<file path="src/cadr_uinst_pkg.sv">
// CADR microinstruction package: field layouts, ALU and jump codes, control-word union
package cadr_uinst_pkg;

   localparam int UINST_W = 48;                    // Control word, no parity
   localparam int KIND_W  = 2;
   localparam int ALUF_W  = 4;
   localparam int JC_W    = 2;

   // Kind codes in the top bits
   localparam logic [KIND_W-1:0] KIND_ALU  = 2'd0; // All-zero word is ALU SETZ
   localparam logic [KIND_W-1:0] KIND_JUMP = 2'd1;
   localparam logic [KIND_W-1:0] KIND_DISP = 2'd2; // Executes as no-op
   localparam logic [KIND_W-1:0] KIND_BYTE = 2'd3; // Executes as no-op

   // ALU functions, other codes give zero
   localparam logic [ALUF_W-1:0] ALU_SETZ = 4'd0;
   localparam logic [ALUF_W-1:0] ALU_A    = 4'd1;
   localparam logic [ALUF_W-1:0] ALU_M    = 4'd2;
   localparam logic [ALUF_W-1:0] ALU_ADD  = 4'd3;  // A+M+cin
   localparam logic [ALUF_W-1:0] ALU_SUB  = 4'd4;  // A-M-1+cin
   localparam logic [ALUF_W-1:0] ALU_AND  = 4'd5;
   localparam logic [ALUF_W-1:0] ALU_OR   = 4'd6;
   localparam logic [ALUF_W-1:0] ALU_XOR  = 4'd7;
   localparam logic [ALUF_W-1:0] ALU_SETO = 4'd8;

   // Jump conditions
   localparam logic [JC_W-1:0] JC_ALWAYS = 2'd0;
   localparam logic [JC_W-1:0] JC_EQ     = 2'd1;   // A equals M
   localparam logic [JC_W-1:0] JC_LT     = 2'd2;   // A below M, signed
   localparam logic [JC_W-1:0] JC_NEVER  = 2'd3;

   // kind on top, A/M addresses at the bottom, same in both forms
   typedef struct packed {
      logic [KIND_W-1:0] kind;
      logic              dest_a;                   // Write A[dest_adr]
      logic              dest_m;                   // Write M and the matching A word
      logic [5:0]        dest_adr;
      logic [ALUF_W-1:0] aluf;
      logic              cin;
      logic [21:0]       padding;
      logic [5:0]        a_adr;
      logic [4:0]        m_adr;
   } uinst_alu_t;

   typedef struct packed {
      logic [KIND_W-1:0] kind;
      logic [JC_W-1:0]   cond;
      logic              invert;                   // Flip the selected condition
      logic              halt;                     // Clear run, taken or not
      logic [13:0]       jump_adr;
      logic [16:0]       padding;
      logic [5:0]        a_adr;
      logic [4:0]        m_adr;
   } uinst_jump_t;

   typedef union packed {
      uinst_alu_t  alu;
      uinst_jump_t jmp;
   } uinst_u;

endpackage

</file>
<file path="src/cadr_arch_pkg.sv">
// CADR architecture package: machine widths, spy register map, cycle and debug control types
package cadr_arch_pkg;

   //////////////////////////////////////////////////
   // Machine widths

   localparam int WORD_W  = 32;                    // Data word
   localparam int PC_W    = 14;                    // Microprogram counter
   localparam int IRAM_AW = 8;                     // Low PC bits index IRAM
   localparam int AMEM_AW = 6;                     // 64 A words
   localparam int MMEM_AW = 5;                     // 32 M words
   localparam int SPY_W   = 16;                    // Spy data path
   localparam int EADR_W  = 5;                     // Spy register address

   //////////////////////////////////////////////////
   // Spy register map

   // Write side
   localparam logic [EADR_W-1:0] SPY_WR_IRL  = 5'd0;  // Debug word bits 15:0
   localparam logic [EADR_W-1:0] SPY_WR_IRM  = 5'd1;  // Debug word bits 31:16
   localparam logic [EADR_W-1:0] SPY_WR_IRH  = 5'd2;  // Debug word bits 47:32
   localparam logic [EADR_W-1:0] SPY_WR_IRAM = 5'd3;  // Data is IRAM address, commits word
   localparam logic [EADR_W-1:0] SPY_WR_MODE = 5'd4;  // Bit 0 sets or clears run
   localparam logic [EADR_W-1:0] SPY_WR_PC   = 5'd5;
   localparam logic [EADR_W-1:0] SPY_WR_AADR = 5'd6;  // A address for AL/AH readback

   // Read side, unmapped codes read zero
   localparam logic [EADR_W-1:0] SPY_RD_PC     = 5'd0;
   localparam logic [EADR_W-1:0] SPY_RD_STATUS = 5'd1;  // Bit 0 is run
   localparam logic [EADR_W-1:0] SPY_RD_OBL    = 5'd2;
   localparam logic [EADR_W-1:0] SPY_RD_OBH    = 5'd3;
   localparam logic [EADR_W-1:0] SPY_RD_AL     = 5'd4;
   localparam logic [EADR_W-1:0] SPY_RD_AH     = 5'd5;

   //////////////////////////////////////////////////
   // Shared types

   // One-hot major cycle plus run mode, all zero cycle bits is RESET
   typedef struct packed {
      logic decode;                                // A/M read addresses applied
      logic read;                                  // A/M data valid
      logic alu;                                   // L latch loads
      logic write;                                 // Writeback and PC update
      logic fetch;                                 // IR loads from IRAM
      logic machrun;                               // Run mode
   } cycle_t;

   typedef struct packed {
      logic                                 iram_we;    // Commit strobe
      logic [IRAM_AW-1:0]                   iram_adr;
      logic [cadr_uinst_pkg::UINST_W-1:0]   iram_word;  // Assembled from three loads
      logic                                 pc_load;    // PC load strobe
      logic [PC_W-1:0]                      pc_value;
      logic [AMEM_AW-1:0]                   spy_a_adr;  // A read address while halted
   } dbg_ctl_t;

endpackage

</file>
<file path="src/cadr_debug_port.sv">
// CADR spy port: register decode, debug control-word assembly and readout mux
`timescale 1ns/1ps

module cadr_debug_port (
   input  logic                                 clk,
   input  logic                                 reset,
   input  logic                                 dbread,
   input  logic                                 dbwrite,
   input  logic [cadr_arch_pkg::EADR_W-1:0]     eadr,
   input  logic [cadr_arch_pkg::SPY_W-1:0]      spy_in,
   output logic [cadr_arch_pkg::SPY_W-1:0]      spy_out,
   input  logic [cadr_arch_pkg::PC_W-1:0]       pc,
   input  cadr_arch_pkg::cycle_t                cycle,
   input  logic [cadr_arch_pkg::WORD_W-1:0]     ob,
   input  logic [cadr_arch_pkg::WORD_W-1:0]     spy_a_data,
   output cadr_arch_pkg::dbg_ctl_t              dbg,
   output logic                                 run_set,
   output logic                                 run_clr
);

   localparam int SW = cadr_arch_pkg::SPY_W;

   logic [cadr_uinst_pkg::UINST_W-1:0] dbg_word;   // Debug IR being assembled
   logic [cadr_arch_pkg::AMEM_AW-1:0]  a_adr_q;    // Held A readback address

   //////////////////////////////////////////////////
   // Write side

   always_ff @(posedge clk) begin
      if (dbwrite) begin
         case (eadr)
            cadr_arch_pkg::SPY_WR_IRL: dbg_word[SW-1:0]      <= spy_in;
            cadr_arch_pkg::SPY_WR_IRM: dbg_word[2*SW-1:SW]   <= spy_in;
            cadr_arch_pkg::SPY_WR_IRH: dbg_word[3*SW-1:2*SW] <= spy_in;
            default: ;                             // Other codes leave the word alone
         endcase
      end
   end

   always_ff @(posedge clk) begin
      if (reset) begin
         a_adr_q <= '0;
      end else if (dbwrite && eadr == cadr_arch_pkg::SPY_WR_AADR) begin
         a_adr_q <= spy_in[cadr_arch_pkg::AMEM_AW-1:0];
      end
   end

   // Strobes act at the next edge in the consumer
   always_comb begin
      dbg.iram_we   = dbwrite && eadr == cadr_arch_pkg::SPY_WR_IRAM;
      dbg.iram_adr  = spy_in[cadr_arch_pkg::IRAM_AW-1:0];
      dbg.iram_word = dbg_word;
      dbg.pc_load   = dbwrite && eadr == cadr_arch_pkg::SPY_WR_PC;
      dbg.pc_value  = spy_in[cadr_arch_pkg::PC_W-1:0];
      dbg.spy_a_adr = a_adr_q;
   end

   assign run_set = dbwrite && eadr == cadr_arch_pkg::SPY_WR_MODE && spy_in[0];
   assign run_clr = dbwrite && eadr == cadr_arch_pkg::SPY_WR_MODE && !spy_in[0];

   //////////////////////////////////////////////////
   // Read side

   always_comb begin
      spy_out = '0;
      if (dbread) begin
         case (eadr)
            cadr_arch_pkg::SPY_RD_PC:     spy_out = SW'(pc);
            cadr_arch_pkg::SPY_RD_STATUS: spy_out = SW'(cycle.machrun);
            cadr_arch_pkg::SPY_RD_OBL:    spy_out = ob[SW-1:0];
            cadr_arch_pkg::SPY_RD_OBH:    spy_out = ob[2*SW-1:SW];
            cadr_arch_pkg::SPY_RD_AL:     spy_out = spy_a_data[SW-1:0];
            cadr_arch_pkg::SPY_RD_AH:     spy_out = spy_a_data[2*SW-1:SW];
            default:                      spy_out = '0;
         endcase
      end
   end

   // Control store may only be touched while the sequencer is halted
   a_no_load_running: assert property (@(posedge clk) disable iff (reset)
      (dbg.iram_we || dbg.pc_load) |-> !cycle.machrun);

endmodule

</file>
<file path="config.mk">
export PLATFORM = sky130hd
export DESIGN_NAME = cadr_debug_port
export DESIGN_NICKNAME = d
export VERILOG_FILES = /design/src/cadr_uinst_pkg.sv /design/src/cadr_arch_pkg.sv /design/src/cadr_debug_port.sv
export SDC_FILE = /design/constraint.sdc
export NUM_CORES = 1
export LEC_CHECK = 0
export BUFFER_PORTS_ARGS = -buffer_cell sky130_fd_sc_hd__buf_2
export CORE_MARGIN = 10
export CORE_UTILIZATION = 43
export CTS_CLUSTER_DIAMETER = 60
export DETAILED_ROUTE_END_ITERATION = 8
export PLACE_DENSITY = 0.91
export SYNTH_ARGS = -nofsm -noshare
export SYNTH_HDL_FRONTEND = slang
export SYNTH_SLANG_ARGS = --single-unit
</file>
<file path="constraint.sdc">
create_clock -name clk -period 5.3 [get_ports clk]
set_input_delay 0.53 -clock clk [delete_from_list [all_inputs] [get_ports clk]]
set_output_delay 0.53 -clock clk [all_outputs]
set_load 0.02 [all_outputs]
</file>
==> results.toml <==
[floorplan]
die_y_um = 98.99
io_pins = 205
start_util_pct = 44.78
placementRows = 28
die_area_um2 = 9798
die_x_um = 98.99
coreArea_um2 = 5991

[clocking]
post_cts_buffers = 0
cts.path.max_buffers = 2
clkLatencyLatePin_ns = 0.29
cts-buffers-inserted = 5
clkSinkCount = 54
cts_root_buffer = "clkbuf_8"
cts_tree = "done"
cts_hold_buffers = 0
clk_pin_slew_worst_paths_ns = 0.09
h-tree-depth = 2
ctsResizeCount = 0

[routing]
ant_nets = 0
num_vias = 2331
drc_errors = 0
post_drt_wl_per_cell_um = 20.00
postRouteWirelength_um = 9121
dr.pass1.iters = 4
viasPerCell = 5.112
drt_iter0_drc = 77

[yosys]
synthTopCellsByCount = "48 x edfxtp_1, 31 x mux2i_1, 22 x buf_4"
synthArstFlopShare_pct = 0
syn-num-nets = 315
synth_top_area_cell = "edfxtp_1"
synth-seq-cells = 54
yosysUniqueCellTypes = 29
ys_warn_count = 0
post-synth-top-count-cell = "edfxtp_1"
syn-instance-count = 206
ys_seq_area_share_pct = 58.21
postSynthAreaPerCell_um2 = 13.02
synth-edff-count = 48
synth_top_area_share_pct = 53.73
synthTopCellsByArea = "edfxtp_1 54%, mux2i_1 12%, buf_4 6.2%, o22a_1 4.9%, dfxtp_1 4.5%"
synth_flop_cell = "edfxtp_1"
syn_area_um2 = 2683

[status]
status = "complete, no violations"

[final_layout]
stdcell_area_um2 = 3637
num_antenna_cells = 0
drive_above_1_share_pct = 57.48
fin_cells = 456
final_core_util_pct = 60.71
areaGrowthSynthToFinish_pct = 35.59
n_fill_cell = 487
final_nets = 489

[setup_path]
crit_buf_inv = 2
path_cells = "buf_2, nor4bb_1, and3_1, buf_2"
crit_required_ns = 4.77
cpMaxStageDelayCell = "nor4bb_1"
cpMostUsedCell = "buf_2"
arrival_ns = 2.38
r2r_setup_slack_ns = 4.62
endpoint_kind = "primary output"
slowest_delay_ns = 0.99
worst-path-max-fanout = 38
cp-start-kind = "input pin"
crit_family = "simple AND/OR/NAND/NOR gates"
worstSetupPathType = "input pin to primary output"

[run]
cap_violations = 0

[global_routing]
use_met1_pct = 16.35
grtUsageTotal_pct = 17.37
grt_antenna_before_repair = 0
grt_overflow = 0
top_usage_layer = "met2"
grt_max_degree = 39
met3_usage_pct = 9.008
grt_util_met2_pct = 31.81
grt_pass1_wl_um = 13470
grt_pass1_vias = 2541

[sta]
final_hold_viol_count = 0
clock_skew_ns = 0
timing.hold.ws_ns = 0.4421
fin_crit_sh_pct = 54.84
rsz0062_at_grt = "no"
setup_violations = 0
setup_slack_ns = 2.394
slew_headroom_pct = 30.83
max_freq_mhz = 344.1
min_period_ns = 2.906
drv_slew = 0
finalSetupTns_ns = 0
worstMarginPinSlew_ns = 1.024

[power]
p_leak_nw = 1.652
ir_drop_uv = 173.6
power_density_nw_per_um2 = 222.8
total_power_mw = 0.8105

[placed_design]
port-buffer-count = 199
place_ws_ns = 2.417
dpl_cell_area_um2 = 3551
hpwlAfterDp_um = 7564
dp_cells = 448
gp_congestion = 0.7345

[worst_hold_path]
hp-class = "input pin to flip-flop"
worst register-to-register path, cell delays in order, from the launching register on:
cell and delay [ns]:
dfxtp_1 0.36, o21ai_0 0.09, a21oi_1 0.16
routing by layer:
metal	up-vias	part of all wire, %
li1	1114	-
met1	1062	32
met2	144	52
met3	11	14
met4	0	1.5
met5	-	0
cells by family after synthesis:
kind of cell | count (synthesis) | share of synthesized area (%)
compound gates | 41 | 10.73
simple gates | 44 | 9.142
mux | 32 | 12.41
buf+inv | 35 | 9.515
flops | 54 | 58.21
final cells by class:
type | count | area (um2) | share of cell area [%]
sequential | 54 | 1562 | 42.93
timing repair buffer | 202 | 1018 | 28.00
multi-input combinational | 117 | 877.1 | 24.11
tap | 75 | 93.84 | 2.580
clock buffer | 6 | 72.57 | 1.995
clock inverter | 2 | 13.76 | 0.3784
where the power goes:
part / leakage, nW / internal (mW) / switching, mW
logic: 1.13 / 0.0568 / 0.0717
registers: 0.481 / 0.467 / 0.00104
clock network: 0.0452 / 0.0933 / 0.121
flip-flops by register name, summed over array words and instances (netlist names):
name	cells
a_adr_q	6
dbg_word	48
worst paths after layout:
check	cells after the start	end	startpoint
max reg2reg	2	a_adr_q[5]$_SDFFE_PP0P_	a_adr_q[5]$_SDFFE_PP0P_
min	1	dbg_word[31]$_DFFE_PP_	spy_in[15]
min reg2reg	2	a_adr_q[3]$_SDFFE_PP0P_	a_adr_q[3]$_SDFFE_PP0P_
max	4	run_set	eadr[0]
placed cells by master, fill, tap and decap left out, drive strengths merged, types with 2 or more instances in the layout:
cell type	synthesis	routed
o22a	15	15
nor2	7	7
o21ai	6	6
dfxtp	6	6
edfxtp	48	48
and3	2	2
nand2	2	2
or4b	2	2
clkbuf	2	6
nor3	3	3
nand3	21	21
clkinv	0	2
a21oi	19	19
buf	33	202
mux2i	31	31
Note: power is estimated with default switching activity, not from simulation.
