--- src/cadr_uinst_pkg.sv ---
// CADR microinstruction package: field layouts, ALU and jump codes, control-word union
package cadr_uinst_pkg;

   localparam int UINST_W = 48;                    // Control word, no parity
   localparam int KIND_W  = 2;
   localparam int ALUF_W  = 4;
   localparam int JC_W    = 2;

   // Kind codes in the top bits
   localparam logic [KIND_W-1:0] KIND_ALU  = 2'd0; // All-zero word is ALU SETZ
   localparam logic [KIND_W-1:0] KIND_JUMP = 2'd1;
   localparam logic [KIND_W-1:0] KIND_DISP = 2'd2; // Executes as no-op
   localparam logic [KIND_W-1:0] KIND_BYTE = 2'd3; // Executes as no-op

   // ALU functions, other codes give zero
   localparam logic [ALUF_W-1:0] ALU_SETZ = 4'd0;
   localparam logic [ALUF_W-1:0] ALU_A    = 4'd1;
   localparam logic [ALUF_W-1:0] ALU_M    = 4'd2;
   localparam logic [ALUF_W-1:0] ALU_ADD  = 4'd3;  // A+M+cin
   localparam logic [ALUF_W-1:0] ALU_SUB  = 4'd4;  // A-M-1+cin
   localparam logic [ALUF_W-1:0] ALU_AND  = 4'd5;
   localparam logic [ALUF_W-1:0] ALU_OR   = 4'd6;
   localparam logic [ALUF_W-1:0] ALU_XOR  = 4'd7;
   localparam logic [ALUF_W-1:0] ALU_SETO = 4'd8;

   // Jump conditions
   localparam logic [JC_W-1:0] JC_ALWAYS = 2'd0;
   localparam logic [JC_W-1:0] JC_EQ     = 2'd1;   // A equals M
   localparam logic [JC_W-1:0] JC_LT     = 2'd2;   // A below M, signed
   localparam logic [JC_W-1:0] JC_NEVER  = 2'd3;

   // kind on top, A/M addresses at the bottom, same in both forms
   typedef struct packed {
      logic [KIND_W-1:0] kind;
      logic              dest_a;                   // Write A[dest_adr]
      logic              dest_m;                   // Write M and the matching A word
      logic [5:0]        dest_adr;
      logic [ALUF_W-1:0] aluf;
      logic              cin;
      logic [21:0]       padding;
      logic [5:0]        a_adr;
      logic [4:0]        m_adr;
   } uinst_alu_t;

   typedef struct packed {
      logic [KIND_W-1:0] kind;
      logic [JC_W-1:0]   cond;
      logic              invert;                   // Flip the selected condition
      logic              halt;                     // Clear run, taken or not
      logic [13:0]       jump_adr;
      logic [16:0]       padding;
      logic [5:0]        a_adr;
      logic [4:0]        m_adr;
   } uinst_jump_t;

   typedef union packed {
      uinst_alu_t  alu;
      uinst_jump_t jmp;
   } uinst_u;

endpackage

--- src/cadr_arch_pkg.sv ---
// CADR architecture package: machine widths, spy register map, cycle and debug control types
package cadr_arch_pkg;

   //////////////////////////////////////////////////
   // Machine widths

   localparam int WORD_W  = 32;                    // Data word
   localparam int PC_W    = 14;                    // Microprogram counter
   localparam int IRAM_AW = 8;                     // Low PC bits index IRAM
   localparam int AMEM_AW = 6;                     // 64 A words
   localparam int MMEM_AW = 5;                     // 32 M words
   localparam int SPY_W   = 16;                    // Spy data path
   localparam int EADR_W  = 5;                     // Spy register address

   //////////////////////////////////////////////////
   // Spy register map

   // Write side
   localparam logic [EADR_W-1:0] SPY_WR_IRL  = 5'd0;  // Debug word bits 15:0
   localparam logic [EADR_W-1:0] SPY_WR_IRM  = 5'd1;  // Debug word bits 31:16
   localparam logic [EADR_W-1:0] SPY_WR_IRH  = 5'd2;  // Debug word bits 47:32
   localparam logic [EADR_W-1:0] SPY_WR_IRAM = 5'd3;  // Data is IRAM address, commits word
   localparam logic [EADR_W-1:0] SPY_WR_MODE = 5'd4;  // Bit 0 sets or clears run
   localparam logic [EADR_W-1:0] SPY_WR_PC   = 5'd5;
   localparam logic [EADR_W-1:0] SPY_WR_AADR = 5'd6;  // A address for AL/AH readback

   // Read side, unmapped codes read zero
   localparam logic [EADR_W-1:0] SPY_RD_PC     = 5'd0;
   localparam logic [EADR_W-1:0] SPY_RD_STATUS = 5'd1;  // Bit 0 is run
   localparam logic [EADR_W-1:0] SPY_RD_OBL    = 5'd2;
   localparam logic [EADR_W-1:0] SPY_RD_OBH    = 5'd3;
   localparam logic [EADR_W-1:0] SPY_RD_AL     = 5'd4;
   localparam logic [EADR_W-1:0] SPY_RD_AH     = 5'd5;

   //////////////////////////////////////////////////
   // Shared types

   // One-hot major cycle plus run mode, all zero cycle bits is RESET
   typedef struct packed {
      logic decode;                                // A/M read addresses applied
      logic read;                                  // A/M data valid
      logic alu;                                   // L latch loads
      logic write;                                 // Writeback and PC update
      logic fetch;                                 // IR loads from IRAM
      logic machrun;                               // Run mode
   } cycle_t;

   typedef struct packed {
      logic                                 iram_we;    // Commit strobe
      logic [IRAM_AW-1:0]                   iram_adr;
      logic [cadr_uinst_pkg::UINST_W-1:0]   iram_word;  // Assembled from three loads
      logic                                 pc_load;    // PC load strobe
      logic [PC_W-1:0]                      pc_value;
      logic [AMEM_AW-1:0]                   spy_a_adr;  // A read address while halted
   } dbg_ctl_t;

endpackage

--- src/cadr_sequencer.sv ---
// CADR sequencer: one-hot major-cycle state machine and run/halt mode register
`timescale 1ns/1ps

module cadr_sequencer (
   input  logic                   clk,
   input  logic                   reset,
   input  logic                   run_set,        // Spy mode write, bit 0 high
   input  logic                   run_clr,        // Spy mode write, bit 0 low
   input  cadr_uinst_pkg::uinst_u ir,
   output cadr_arch_pkg::cycle_t  cycle
);

   logic [4:0] state;                              // {decode, read, alu, write, fetch}
   logic [4:0] state_next;
   logic       machrun;
   logic       halt_hit;

   // Halting JUMP retires in WRITE
   assign halt_hit = state[1] && ir.jmp.kind == cadr_uinst_pkg::KIND_JUMP && ir.jmp.halt;

   // Ring of five, DECODE waits for run, RESET falls into DECODE
   assign state_next = {state[0] | (state[4] & ~machrun) | (state == 5'b0),
                        state[4] & machrun,        // READ
                        state[3],                  // ALU
                        state[2],                  // WRITE
                        state[1]};                 // FETCH

   always_ff @(posedge clk) begin
      if (reset) begin
         state <= 5'b0;                            // RESET
      end else begin
         state <= state_next;
      end
   end

   // Run mode, halt wins over a late spy set
   always_ff @(posedge clk) begin
      if (reset) begin
         machrun <= 1'b0;
      end else if (halt_hit || run_clr) begin
         machrun <= 1'b0;
      end else if (run_set) begin
         machrun <= 1'b1;
      end
   end

   assign cycle = {state, machrun};                // Same order as cycle_t

   // Only the single cycle leaving reset may show no state bit
   a_state_onehot: assert property (@(posedge clk) disable iff (reset)
      !$past(reset) |-> $onehot(state));

endmodule

--- config.mk ---
export PLATFORM = sky130hd
export DESIGN_NAME = cadr_sequencer
export DESIGN_NICKNAME = d
export VERILOG_FILES = /design/src/cadr_uinst_pkg.sv /design/src/cadr_arch_pkg.sv /design/src/cadr_sequencer.sv
export SDC_FILE = /design/constraint.sdc
export NUM_CORES = 1
export LEC_CHECK = 0
export BUFFER_PORTS_ARGS = -buffer_cell sky130_fd_sc_hd__buf_2
export CAP_MARGIN = 20
export CORE_AREA = 2 2 39 41
export CTS_CLUSTER_SIZE = 20
export DETAILED_ROUTE_END_ITERATION = 10
export DIE_AREA = 0 0 41 43
export PLACE_DENSITY = 0.67
export RECOVER_POWER = 50
export SLEW_MARGIN = 20
export SYNTH_ARGS = -nofsm -noshare
export SYNTH_HDL_FRONTEND = slang
export SYNTH_SLANG_ARGS = --single-unit
--- constraint.sdc ---
create_clock -name clk -period 1.3 [get_ports clk]
set_input_delay 0.065 -clock clk [delete_from_list [all_inputs] [get_ports clk]]
set_output_delay 0.065 -clock clk [all_outputs]
set_load 0.1 [all_outputs]
==> results of run 1 <==
-- where the power goes --
part | internal (mW) | switching, mW | total, mW
clock | 0.104 | 0.0646 | 0.169
sequential | 0.191 | 0.00483 | 0.196
combinational | 0.0186 | 0.0516 | 0.0702
total | 0.314 | 0.121 | 0.435
-- timing repair --
| action | 4_1_cts | 5_1_grt |
|---|---|---|
| hold endpoints to repair | 1 | 0 |
| endpoints found under the setup margin | 0 | 0 |
| hold buffers | 1 | 0 |
-- how the worst max path moves through the flow --
stage | cells after the start | slack, ns | to
2_1_floorplan | 2 | 0.03 | state[4]
3_3_place_gp | 2 | 0.25 | state[4]
3_5_place_dp | 2 | 0.22 | state[4]
4_1_cts | 1 | 0.17 | cycle[2]
5_1_grt | 1 | 0.13 | cycle[0]
6_report | 1 | 0.19 | cycle[2]
-- per-stage QoR --
stage	hold WS [ns]	instance area (µm²)
finish	0.06454	305.3
floorplan	0.1270	222.7
detailed placement	0.2308	272.8
global route	0.06329	305.3
CTS	0.05646	305.3
global placement	0.2351	272.8
-- kinds of logic (layout without fill, tap and decap cells) --
logic type	after synthesis	after routing	synth area share (%)
buffers and inverters	5	17	15.25
DFF	6	6	54.24
AOI/OAI and AO/OA	1	1	2.827
and+or+nand+nor	10	10	27.69
-- registers in the layout, summed over array words and instances (netlist names) --
register  flops
machrun       1
state         5
-- final cells by class --
type	instances	area share [%]
Sequential cell	6	39.75
Tap cell	16	6.557
Clock buffer	3	7.377
Multi-Input combinational cell	11	22.13
Inverter	1	1.230
Timing Repair Buffer	13	22.95
-- cells in the mapped netlist, drive strengths merged --
cell type  instances
nand2              1
a31oi              1
inv                1
buf                4
and4b              1
nor4               1
nor2b              3
dfxtp              6
or2b               1
or4                1
nor2               2
-- metal layers --
metal  routed length (µm)  GRT usage [%]
met3                   49          4.712
met1                  192          6.796
met4                    0          6.000
met5                    0              0
met2                  211          8.750
==> flow_summary.yaml, run 1 <==
hold_path:
  hp-start: "reset"
  hp-class: "input port to flip-flop"
  whs_path_depth: 2
  worstHoldEndpoint: "state[1]"
global_route:
  grt_pass1_wl_um: 710
  overflow: 0
  grt_pass1_vias: 181
  grt_util_all_layers_pct: 6.740
  antenna_found_initial: 0
  grt_max_degree: 7
drt:
  drt-wirelength-per-cell_um: 9.060
  dr.first_iter.drc_count: 3
  firstDrtPassIters: 3
  totalWireLength_um: 453
  avgViaCountPerCell: 3.840
  num_vias: 192
  drtAntennaViolNets: 0
  drc: 0
clock_network:
  cts_made_buffers: 3
  clock_latency_ns: 0.24
  cts_resized: 0
  clock-root-buffer: "clkbuf_4"
  h-tree-depth: 1
  cts_setup_buffers: 0
  cts_tree: "done"
  clock_sinks: 6
  clockBufferDepth: 2
  path_clk_slew_ns: 0.05
die:
  core_area_mm2: 0.001384
  die_x_um: 41
  start_util_pct: 16.00
  rows: 14
  die_h_um: 43
  ios: 58
  die_area_mm2: 0.001763
final_layout:
  multi_input_area_um2: 67.56
  drive_above_1_share_pct: 47.06
  final_common_cell: "buf_2"
  final_cells: 50
  seqCellArea_um2: 121.4
  area_delta_synth_final_pct: 37.85
  fillers: 155
  antenna_cells: 0
  fin_nets: 88
  final_cell_mix: "buf_2 (11), dfxtp_1 (5), nor2b_1 (3), clkbuf_4 (3), nor2_1 (2)"
  post-route-util_pct: 22.06
critical_path:
  critical-path-top-delay-family: "buffers and inverters"
  cp-end-kind: "output port"
  crit_chain: "buf_2"
  cp.arrival_ns: 1.05
  startpoint: "state[1]"
  crit_buf_inv: 1
  critPathKind: "flip-flop to output port"
  start_kind: "flip-flop"
  worstPathRequired_ns: 1.24
  cp_max_fo: 4
  ff2ff_path_depth: 2
  r2r_start: "state[4]"
  r2r_slack_ns: 0.21
  critical-path-max-stage-delay_ns: 0.44
  worst_path_max_delay_cell: "buf_2"
  reg2reg_to: "state[4]"
synth:
  netlist_instances: 22
  synth_area_um2: 221.5
  synth_area_leader_cell: "dfxtp_1"
  synth_area_leaders: "dfxtp_1 (54%), buf_4 (14%), nor2b_1 (8.5%)"
  ys_types: 11
  synth_top_area_share_pct: 54.24
  syn-num-nets: 74
  syn_area_per_cell_um2: 10.07
  synth_seq_cells: 6
  ys_seq_area_share_pct: 54.24
  synth_warnings: 0
timing:
  worst_slew_pin_slew_ns: 0.5383
  setup_viol: 0
  finalMaxSlewViolations: 0
  fin_worst_skew_ns: 0.006451
  rsz0062_at_grt: "no"
  finalHoldViolCount: 0
  worst_slack_ns: 0.1874
  max_slew_margin_pct: 64.27
  finalSetupTns_ns: 0
  finalCriticalPeriod_ns: 1.113
  fmax_ghz: 0.8988
  fin_crit_sh_pct: 85.59
pwr:
  p_leak_nw: 0.1505
  peakVddDrop_mv: 0.3710
  p_per_area_mw_per_mm2: 1425
  power_uw: 435.1
flow_run:
  maxCapViolations: 0
status:
  status: "completed"
placed_design:
  io_buffers: 12
  place_ws_ns: 0.2170
  dp.cells: 46
  gp_congestion: 0.6776
(Power assumes the default switching activity.)
==> inputs of run 2 (changes only) <==
==> constraint.sdc (replaced) <==
create_clock -name clk -period 1.1 [get_ports clk]
set_input_delay 0.055 -clock clk [delete_from_list [all_inputs] [get_ports clk]]
set_output_delay 0.055 -clock clk [all_outputs]
set_load 0.1 [all_outputs]
==> flow_summary.yaml, run 2 (same netlist as run 1, synthesis figures left out) <==
status:
  status: "completed"
drt:
  drt-wirelength-per-cell_um: 8.741
  dr.first_iter.drc_count: 2
  drtAntennaViolNets: 0
  firstDrtPassIters: 4
  drc: 0
  totalWireLength_um: 472
  avgViaCountPerCell: 3.759
  num_vias: 203
timing:
  fmax_ghz: 0.9423
  worst_slack_ns: 0.03872
  fin_worst_skew_ns: 0.008522
  worst_slew_pin_slew_ns: 0.3010
  finalCriticalPeriod_ns: 1.061
  fin_crit_sh_pct: 96.48
  finalSetupTns_ns: 0
  rsz0062_at_grt: "no"
  setup_viol: 0
  finalMaxSlewViolations: 0
  finalHoldViolCount: 0
  max_slew_margin_pct: 80.04
clock_network:
  cts_made_buffers: 3
  cts_tree: "done"
  clock_latency_ns: 0.25
  h-tree-depth: 1
  clockBufferDepth: 2
  clock_sinks: 6
  path_clk_slew_ns: 0.05
  clock-root-buffer: "clkbuf_4"
pwr:
  peakVddDrop_mv: 0.8383
  p_per_area_mw_per_mm2: 1411
  p_leak_nw: 0.1723
  power_uw: 566.6
placed_design:
  io_buffers: 12
  place_area_um2: 389.1
  place_ws_ns: 0.03821
  gp_congestion: 0.6540
final_layout:
  reg_top3: "state: 5 flops, machrun: 1 flops"
  final_area_um2: 401.6
  regMostFlops: "state"
  final_cell_mix: "buf_2 (6), buf_12 (5), clkbuf_4 (4), clkbuf_1 (4), dfxtp_1 (4)"
  largest_register_ffs: 5
  antenna_cells: 0
  final_common_cell: "buf_2"
  fin_nets: 91
  post-route-util_pct: 29.02
  fillers: 143
  area_delta_synth_final_pct: 81.36
  drive_above_1_share_pct: 44.74
die:
  start_util_pct: 16.00
  die_h_um: 43
  rows: 14
  die_area_mm2: 0.001763
  ios: 58
  core_area_mm2: 0.001384
  die_x_um: 41
global_route:
  grt_pass1_vias: 201
  grt_max_degree: 7
  grt_util_all_layers_pct: 7.437
  overflow: 0
  antenna_found_initial: 0
  grt_pass1_wl_um: 779
critical_path:
  cp.arrival_ns: 1.24
  cp-end-kind: "flip-flop"
  start_kind: "flip-flop"
  critPathKind: "flip-flop to flip-flop"
  cp_max_fo: 2
  worstPathRequired_ns: 1.27
  ff2ff_path_depth: 2
hold_path:
  whs_path_depth: 2
  hp-class: "input port to flip-flop"
flow_run:
  maxCapViolations: 0
## run 2: cell count changes in the layout (fill, tap and decap cells not counted)
| cell | delta |
|---|---|
| clkbuf_2 | -1 |
| clkbuf_1 | +4 |
| buf_2 | -5 |
| buf_12 | +5 |
| clkbuf_4 | +1 |
| dfxtp_4 | +1 |
| dfxtp_1 | -1 |
## run 2: final cells by class
class / instances / area, µm² / share of cell area, %
clock buffers: 4 / 26.28 / 6.542
inverters: 1 / 3.754 / 0.9346
multi-input cells: 11 / 67.56 / 16.82
well taps: 16 / 20.02 / 4.984
repair buffers: 16 / 158.9 / 39.56
flip-flops and latches: 6 / 125.1 / 31.15
## run 2: worst paths after layout
kind | from | end | slack (ns)
worst min-delay path | reset | state[4] | 0.05
worst max-delay path | state[2] | state[4] | 0.04
worst min register to register | state[0] | state[4] | 0.45
worst max register to register | state[2] | state[4] | 0.04
## run 2: per-layer routing
| metal | up-vias | global-route usage, % | part of all wire [%] |
|---|---|---|---|
| met3 | 0 | 9.424 | 14 |
| met4 | 0 | 2.000 | 0 |
| met5 | - | 0 | 0 |
| met2 | 14 | 7.813 | 35 |
| met1 | 87 | 9.032 | 50 |
| li1 | 102 | - | - |
## run 2: where the power goes
group	switching, mW	total, mW	internal, mW
clock network	0.0897	0.228	0.138
logic	0.0626	0.105	0.0424
registers	0.00878	0.234	0.225
## run 2: what timing repair did
action,in CTS,in global routing
gates resized for setup,0,0
buffers inserted,0,0
endpoints found under the hold margin,1,0
hold buffers,1,0
## run 2: worst max-delay path: stages, from the launching register on
cell and delay [ns]:
dfxtp_1 0.30, or4_1 0.52, a31oi_1 0.16
## run 2: per-stage QoR
stage                     hold slack (ns)  cells
after detailed placement           0.2256     49
after floorplan                    0.1147     22
after global routing              0.03238     54
after global placement             0.2204     49
final                             0.04541     54
after CTS                         0.02926     54
