--- config.mk ---
export PLATFORM = sky130hd
export DESIGN_NAME = cadr_datapath
export DESIGN_NICKNAME = d
export VERILOG_FILES = /design/src/cadr_uinst_pkg.sv /design/src/cadr_arch_pkg.sv /design/src/cadr_alu.sv /design/src/cadr_datapath.sv
export SDC_FILE = /design/constraint.sdc
export NUM_CORES = 2
export LEC_CHECK = 0
export BUFFER_PORTS_ARGS = -buffer_cell sky130_fd_sc_hd__buf_2
export CAP_MARGIN = 5
export CORE_ASPECT_RATIO = 0.6
export CORE_MARGIN = 2
export CORE_UTILIZATION = 50
export CTS_BUF_LIST = sky130_fd_sc_hd__clkbuf_8
export DETAILED_ROUTE_END_ITERATION = 10
export HOLD_SLACK_MARGIN = 0.15
export PLACE_DENSITY = 0.66
export SKIP_LAST_GASP = 1
export SYNTH_ARGS = -nofsm -noshare
export SYNTH_HDL_FRONTEND = slang
export SYNTH_HIERARCHICAL = 1
export SYNTH_SLANG_ARGS = --single-unit
export TNS_END_PERCENT = 50
--- constraint.sdc ---
create_clock -name clk -period 4.2 [get_ports clk]
set_clock_uncertainty 0.2 [all_clocks]
set_input_delay 0.21 -clock clk [delete_from_list [all_inputs] [get_ports clk]]
set_output_delay 0.21 -clock clk [all_outputs]
set_load 0.02 [all_outputs]
--- src/cadr_uinst_pkg.sv ---
// CADR microinstruction package: field layouts, ALU and jump codes, control-word union
package cadr_uinst_pkg;

   localparam int UINST_W = 48;                    // Control word, no parity
   localparam int KIND_W  = 2;
   localparam int ALUF_W  = 4;
   localparam int JC_W    = 2;

   // Kind codes in the top bits
   localparam logic [KIND_W-1:0] KIND_ALU  = 2'd0; // All-zero word is ALU SETZ
   localparam logic [KIND_W-1:0] KIND_JUMP = 2'd1;
   localparam logic [KIND_W-1:0] KIND_DISP = 2'd2; // Executes as no-op
   localparam logic [KIND_W-1:0] KIND_BYTE = 2'd3; // Executes as no-op

   // ALU functions, other codes give zero
   localparam logic [ALUF_W-1:0] ALU_SETZ = 4'd0;
   localparam logic [ALUF_W-1:0] ALU_A    = 4'd1;
   localparam logic [ALUF_W-1:0] ALU_M    = 4'd2;
   localparam logic [ALUF_W-1:0] ALU_ADD  = 4'd3;  // A+M+cin
   localparam logic [ALUF_W-1:0] ALU_SUB  = 4'd4;  // A-M-1+cin
   localparam logic [ALUF_W-1:0] ALU_AND  = 4'd5;
   localparam logic [ALUF_W-1:0] ALU_OR   = 4'd6;
   localparam logic [ALUF_W-1:0] ALU_XOR  = 4'd7;
   localparam logic [ALUF_W-1:0] ALU_SETO = 4'd8;

   // Jump conditions
   localparam logic [JC_W-1:0] JC_ALWAYS = 2'd0;
   localparam logic [JC_W-1:0] JC_EQ     = 2'd1;   // A equals M
   localparam logic [JC_W-1:0] JC_LT     = 2'd2;   // A below M, signed
   localparam logic [JC_W-1:0] JC_NEVER  = 2'd3;

   // kind on top, A/M addresses at the bottom, same in both forms
   typedef struct packed {
      logic [KIND_W-1:0] kind;
      logic              dest_a;                   // Write A[dest_adr]
      logic              dest_m;                   // Write M and the matching A word
      logic [5:0]        dest_adr;
      logic [ALUF_W-1:0] aluf;
      logic              cin;
      logic [21:0]       padding;
      logic [5:0]        a_adr;
      logic [4:0]        m_adr;
   } uinst_alu_t;

   typedef struct packed {
      logic [KIND_W-1:0] kind;
      logic [JC_W-1:0]   cond;
      logic              invert;                   // Flip the selected condition
      logic              halt;                     // Clear run, taken or not
      logic [13:0]       jump_adr;
      logic [16:0]       padding;
      logic [5:0]        a_adr;
      logic [4:0]        m_adr;
   } uinst_jump_t;

   typedef union packed {
      uinst_alu_t  alu;
      uinst_jump_t jmp;
   } uinst_u;

endpackage

--- src/cadr_arch_pkg.sv ---
// CADR architecture package: machine widths, spy register map, cycle and debug control types
package cadr_arch_pkg;

   //////////////////////////////////////////////////
   // Machine widths

   localparam int WORD_W  = 32;                    // Data word
   localparam int PC_W    = 14;                    // Microprogram counter
   localparam int IRAM_AW = 8;                     // Low PC bits index IRAM
   localparam int AMEM_AW = 6;                     // 64 A words
   localparam int MMEM_AW = 5;                     // 32 M words
   localparam int SPY_W   = 16;                    // Spy data path
   localparam int EADR_W  = 5;                     // Spy register address

   //////////////////////////////////////////////////
   // Spy register map

   // Write side
   localparam logic [EADR_W-1:0] SPY_WR_IRL  = 5'd0;  // Debug word bits 15:0
   localparam logic [EADR_W-1:0] SPY_WR_IRM  = 5'd1;  // Debug word bits 31:16
   localparam logic [EADR_W-1:0] SPY_WR_IRH  = 5'd2;  // Debug word bits 47:32
   localparam logic [EADR_W-1:0] SPY_WR_IRAM = 5'd3;  // Data is IRAM address, commits word
   localparam logic [EADR_W-1:0] SPY_WR_MODE = 5'd4;  // Bit 0 sets or clears run
   localparam logic [EADR_W-1:0] SPY_WR_PC   = 5'd5;
   localparam logic [EADR_W-1:0] SPY_WR_AADR = 5'd6;  // A address for AL/AH readback

   // Read side, unmapped codes read zero
   localparam logic [EADR_W-1:0] SPY_RD_PC     = 5'd0;
   localparam logic [EADR_W-1:0] SPY_RD_STATUS = 5'd1;  // Bit 0 is run
   localparam logic [EADR_W-1:0] SPY_RD_OBL    = 5'd2;
   localparam logic [EADR_W-1:0] SPY_RD_OBH    = 5'd3;
   localparam logic [EADR_W-1:0] SPY_RD_AL     = 5'd4;
   localparam logic [EADR_W-1:0] SPY_RD_AH     = 5'd5;

   //////////////////////////////////////////////////
   // Shared types

   // One-hot major cycle plus run mode, all zero cycle bits is RESET
   typedef struct packed {
      logic decode;                                // A/M read addresses applied
      logic read;                                  // A/M data valid
      logic alu;                                   // L latch loads
      logic write;                                 // Writeback and PC update
      logic fetch;                                 // IR loads from IRAM
      logic machrun;                               // Run mode
   } cycle_t;

   typedef struct packed {
      logic                                 iram_we;    // Commit strobe
      logic [IRAM_AW-1:0]                   iram_adr;
      logic [cadr_uinst_pkg::UINST_W-1:0]   iram_word;  // Assembled from three loads
      logic                                 pc_load;    // PC load strobe
      logic [PC_W-1:0]                      pc_value;
      logic [AMEM_AW-1:0]                   spy_a_adr;  // A read address while halted
   } dbg_ctl_t;

endpackage

--- src/cadr_alu.sv ---
// CADR ALU: 32-bit function unit with carry in and compare outputs for jumps
`timescale 1ns/1ps

module cadr_alu (
   input  logic [cadr_arch_pkg::WORD_W-1:0]  a,
   input  logic [cadr_arch_pkg::WORD_W-1:0]  m,
   input  logic [cadr_uinst_pkg::ALUF_W-1:0] aluf,
   input  logic                              cin,
   output logic [cadr_arch_pkg::WORD_W-1:0]  result,
   output logic                              a_eq_m,
   output logic                              a_lt_m
);

   localparam int W = cadr_arch_pkg::WORD_W;

   logic [W-1:0] carry;                            // Carry in widened to the word

   assign carry = W'(cin);

   always_comb begin
      case (aluf)
         cadr_uinst_pkg::ALU_SETZ: result = '0;
         cadr_uinst_pkg::ALU_A:    result = a;
         cadr_uinst_pkg::ALU_M:    result = m;
         cadr_uinst_pkg::ALU_ADD:  result = a + m + carry;
         cadr_uinst_pkg::ALU_SUB:  result = a - m - 1'b1 + carry; // cin=1 gives A-M
         cadr_uinst_pkg::ALU_AND:  result = a & m;
         cadr_uinst_pkg::ALU_OR:   result = a | m;
         cadr_uinst_pkg::ALU_XOR:  result = a ^ m;
         cadr_uinst_pkg::ALU_SETO: result = '1;
         default:                  result = '0;    // Unused codes
      endcase
   end

   // Compares for the jump condition
   assign a_eq_m = a == m;
   assign a_lt_m = $signed(a) < $signed(m);

endmodule

--- src/cadr_datapath.sv ---
// CADR datapath with A and M scratchpads, ALU, L latch, writeback and jump condition
`timescale 1ns/1ps

module cadr_datapath (
   input  logic                              clk,
   input  logic                              reset,
   input  cadr_arch_pkg::cycle_t             cycle,
   input  cadr_uinst_pkg::uinst_u            ir,
   input  cadr_arch_pkg::dbg_ctl_t           dbg,
   output logic [cadr_arch_pkg::WORD_W-1:0]  ob,
   output logic                              jcond,
   output logic [cadr_arch_pkg::WORD_W-1:0]  spy_a_data
);

   localparam int W = cadr_arch_pkg::WORD_W;

   logic [W-1:0] amem [2**cadr_arch_pkg::AMEM_AW];
   logic [W-1:0] mmem [2**cadr_arch_pkg::MMEM_AW];
   logic [W-1:0] a_q, m_q;                         // Registered read data
   logic [W-1:0] l_q;                              // L latch
   logic [cadr_arch_pkg::AMEM_AW-1:0] a_rd_adr;
   logic         a_eq_m, a_lt_m, cond_hit;
   logic         is_alu, a_we, m_we;

   //////////////////////////////////////////////////
   // Scratchpad reads

   assign a_rd_adr = cycle.machrun ? ir.alu.a_adr : dbg.spy_a_adr; // Spy owns A when halted

   always_ff @(posedge clk) begin
      if (cycle.decode) begin
         a_q <= amem[a_rd_adr];
         m_q <= mmem[ir.alu.m_adr];
      end
   end

   assign spy_a_data = a_q;

   cadr_alu i_alu (
      .a      (a_q),
      .m      (m_q),
      .aluf   (ir.alu.aluf),
      .cin    (ir.alu.cin),
      .result (ob),
      .a_eq_m (a_eq_m),
      .a_lt_m (a_lt_m)
   );

   always_ff @(posedge clk) begin
      if (cycle.alu) begin
         l_q <= ob;
      end
   end

   //////////////////////////////////////////////////
   // Writeback where an M destination also writes A

   assign is_alu = ir.alu.kind == cadr_uinst_pkg::KIND_ALU;
   assign a_we   = cycle.write && is_alu && (ir.alu.dest_a || ir.alu.dest_m);
   assign m_we   = cycle.write && is_alu && ir.alu.dest_m;

   always_ff @(posedge clk) begin
      if (a_we) amem[ir.alu.dest_adr] <= l_q;
      if (m_we) mmem[ir.alu.dest_adr[cadr_arch_pkg::MMEM_AW-1:0]] <= l_q;
   end

   // Jump condition held stable from READ through WRITE
   always_comb begin
      case (ir.jmp.cond)
         cadr_uinst_pkg::JC_ALWAYS: cond_hit = 1'b1;
         cadr_uinst_pkg::JC_EQ:     cond_hit = a_eq_m;
         cadr_uinst_pkg::JC_LT:     cond_hit = a_lt_m;
         default:                   cond_hit = 1'b0; // JC_NEVER
      endcase
   end

   assign jcond = cond_hit ^ ir.jmp.invert;

   // Writeback follows the ALU cycle of the same instruction
   a_write_after_alu: assert property (@(posedge clk) disable iff (reset)
      (a_we || m_we) |-> $past(cycle.alu) && $stable(ir));

endmodule

==> key figures <==
Outcome
  – Outcome: complete, but fails checks
  – Failing checks: max-capacitance violations, max-slew violations, negative setup slack

CTS
  – CTS buffer count: 456
  – Clock transition at path regs: 0.07 ns
  – Worst skew pair latency: 1.14 ns
  – CTS Sinks: roughly 3200
  – CTS tree: yes
  – Buffer type at the clock tree root: clkbuf_8
  – H-tree depth: 5
  – Longest Clk Path Bufs: 4

Timing
  – Tcrit/Tclk final: 1.18
  – Achievable Freq: 0.201 GHz
  – Slew margin rel.: -0.0107
  – Setup ws final: -0.772 ns
  – Setup TNS: -15.33 ns
  – Worst-Margin Slew: 1.52 ns
  – Setup violators final: 29
  – Hold Vio Cnt, Final: 0
  – Final min period: 4.97 ns
  – RSZ-0062 raised after global routing: true
  – Slew Limit Fails: 14

Critical path
  – Reg2reg path depth: 15
  – Worst Path Max Fanout: 4
  – FF-to-FF End: l_q[22]
  – Critical path capture point type: output pin
  – R2r startpoint: m_q[0]
  – Critical Path RT: between 3 and 4 ns
  – CP arrival: 4.56 ns
  – Setup CP Type: register to output pin
  – R2r setup slk: 0.32 ns
  – Worst setup SP type: register

Global route
  – First-pass GRT wire length: 758 mm
  – Pin count of the biggest net entering global routing: 118
  – Vias in the first global route: ~100k
  – GRT Util Overall: 0.367
  – Initial antenna violation count: 66
  – Total grt overflow: 0

Synth
  – EDFF count, synth: 3168
  – Unique cell type count in the Yosys netlist: a little under 100
  – Async set-reset flop share out of synthesis: 0
  – Yosys reg bits: 3168
  – Top FF cell, synth: edfxtp_1
  – Syn Nets: 10400
  – Ys Warns: 6
  – Sequential fraction of the synthesis area: 0.668
  – Post-Synthesis Cells: 10200
  – Mapped Area: 142000 um^2
  – Synthesized area per cell: 14.0 um^2

Placement
  – Global placement routability congestion: 0.951
  – Port buffer count: about 100
  – Setup WS pre-CTS: -0.286 ns
  – Dpl hpwl: roughly 330 mm

Floorplanning
  – Die height: 417 um
  – Rows: about 150
  – Core area: approximately 280000 um^2
  – Chip width: 693 um
  – Starting Density: 0.503
  – Full die area: approximately 290000 um^2
  – Ports: 199

Route
  – First-iteration detailed-routing DRC count: slightly above 20000
  – Via count of the routed design: roughly 110k
  – DRC errors left: 0
  – Total wire length: approximately 550 mm
  – Vias/cell: 7.27
  – DR WL/cell: 37.0 um
  – Drt pass-1 iters: 9
  – Antenna viol nets, final: 0

Finish
  – Area taken by multi-input logic gates: 44000 um^2
  – Fraction of layout cells with a size suffix above 1: 0.186
  – Fin nets: 10900
  – Area grow syn2layout: 13.7%
  – Filler Cells Inserted: 21800
  – Register area: 95100 um^2

Worst hold path
  – Hold Path Sink: mmem[22][11]
  – Min-delay worst type: primary input to register
  – Worst hold path startpoint: ir[47]
  – WHS Path Cells: 5

Pwr
  – LEAKAGE: 52.0 nW
  – Logic pwr share: 0.162
  – Pwr per Cell Area: 439 nW/um^2
  – Int Pwr: 50.2 mW
  – Seq pwr share: 0.509
  – Sw power: 20.9 mW
  – Clock group share of total power: 0.329
  – Net Sw Frac: 0.294
  – Worst IR Drop VDD: 262 uV

Job
  – Max-cap violations: 2
through the flow:
step                utilization  power, mW  cells  hold WS [ns]  instance area (um^2)
floorplan                     -       41.9  10200         0.122                142000
global placement          0.538       47.1  13800         0.313                152000
detailed placement        0.538       47.3  13900         0.306                152000
CTS                       0.571       70.4  14700         0.152                161000
global route              0.572       72.6  14700         0.184                162000
finish                    0.573       71.1  14800         0.211                162000
layer usage:
layer  up-vias  share of wire  GRT usage
met5         -        0.00057    0.00364
met4        32          0.042      0.138
met3      1452           0.19      0.169
met2      9895           0.39      0.477
met1     53200           0.37      0.533
li1      42600              -          -
area by class of cell:
cell class | count | area share
clock inverter | 337 | 0.0110
sequential | 3168 | 0.587
tap | 3748 | 0.0290
timing repair buffer | 936 | 0.0580
clock buffer | 463 | 0.0394
multi-input combinational | 5945 | 0.272
antenna | 19 | 0.000294
inverter | 134 | 0.00334
power by group through the flow:
stage | clock (mW) | combinational (mW) | sequential (mW)
finish | 23.4 | 11.5 | 36.2
global route | 24.7 | 11.7 | 36.2
CTS | 23.4 | 10.8 | 36.2
detailed placement | 0 | 10.4 | 36.9
global placement | 0 | 10.2 | 36.9
floorplan | 0 | 4.46 | 37.4
kinds of logic after synthesis:
kind of cell               Yosys count  share of synthesized area
muxes                              366                     0.0544
DFF                               3168                      0.668
AOI/OAI and AO/OA                 4271                      0.194
buffers and inverters             1077                     0.0336
xor gates and xnor gates             7                   0.000431
adders and majority gates          111                    0.00996
and+or+nand+nor                   1190                     0.0391
cell usage after synthesis, types with 40 or more instances:
cell type	number	share of area
a211o_1	184	0.011
a211oi_1	919	0.048
a21o_1	108	0.0057
a21oi_1	1699	0.060
a221oi_1	94	0.0058
a22oi_1	40	0.0021
a31oi_1	125	0.0055
a41oi_1	51	0.0031
buf_1	112	0.0030
buf_2	439	0.015
clkbuf_1	349	0.0092
edfxtp_1	3168	0.67
ha_1	107	0.0094
inv_1	130	0.0034
mux4_2	320	0.051
nand2_1	389	0.010
nand2b_1	49	0.0022
nand3_1	169	0.0059
nor2_1	254	0.0067
nor2b_1	60	0.0026
nor3_1	104	0.0037
nor4_1	49	0.0022
o211ai_1	41	0.0022
o21ai_0	357	0.013
o221ai_1	67	0.0041
o22ai_1	118	0.0052
o31ai_1	67	0.0035
flip-flops by register name (all words and copies together), names as in the netlist:
signal      flops
amem         2048
l_q            32
spy_a_data     32
m_q            32
mmem         1024
placed cells by master (no fill, tap or decap), types with 92 or more instances in the layout:
| cell type | n |
|---|---|
| ha_1 | 99 |
| a21o_1 | 108 |
| a31oi_1 | 124 |
| o22ai_1 | 116 |
| a221oi_1 | 92 |
| edfxtp_1 | 3168 |
| inv_1 | 273 |
| nand3_1 | 163 |
| a211oi_1 | 914 |
| o21ai_0 | 342 |
| clkbuf_8 | 463 |
| mux4_2 | 320 |
| nand2_1 | 386 |
| nor2_1 | 164 |
| buf_4 | 614 |
| a211o_1 | 184 |
| buf_12 | 183 |
| clkinv_1 | 112 |
| a21oi_1 | 1688 |
repair_timing:
item / in CTS / in global routing
hold endpoints to repair: 2226 / 0
gates resized for setup: 111 / 62
pin swaps: 47 / 26
endpoints found under the setup margin: 31 / 29
setup buffers: 29 / 18
hold buffers: 37 / 0
worst max path at each step:
stage          slack, ns           from            end  cells past startpoint
3_3_place_gp       -0.30       cycle[0]  spy_a_data[5]                     10
2_1_floorplan       0.17  spy_a_data[0]        l_q[26]                     12
6_report           -0.77         m_q[0]         ob[26]                     15
3_5_place_dp       -0.29       cycle[0]  spy_a_data[5]                     11
5_1_grt            -0.89  spy_a_data[0]         ob[30]                     14
4_1_cts            -0.82         m_q[0]         ob[30]                     14
critical path: stages (launching register included):
cell and delay (ns):
edfxtp_1 0.42, inv_2 0.09, fa_2 0.22, inv_2 0.04, fa_2 0.41, a211o_1 0.34
a21oi_4 0.23, o21ai_2 0.10, a31o_2 0.30, a221oi_4 0.35, buf_4 0.17, o21ai_2 0.05
mux2i_1 0.13, a31oi_1 0.19, o311ai_2 0.19, buf_4 0.22
Power figures use the tool's default switching activity.
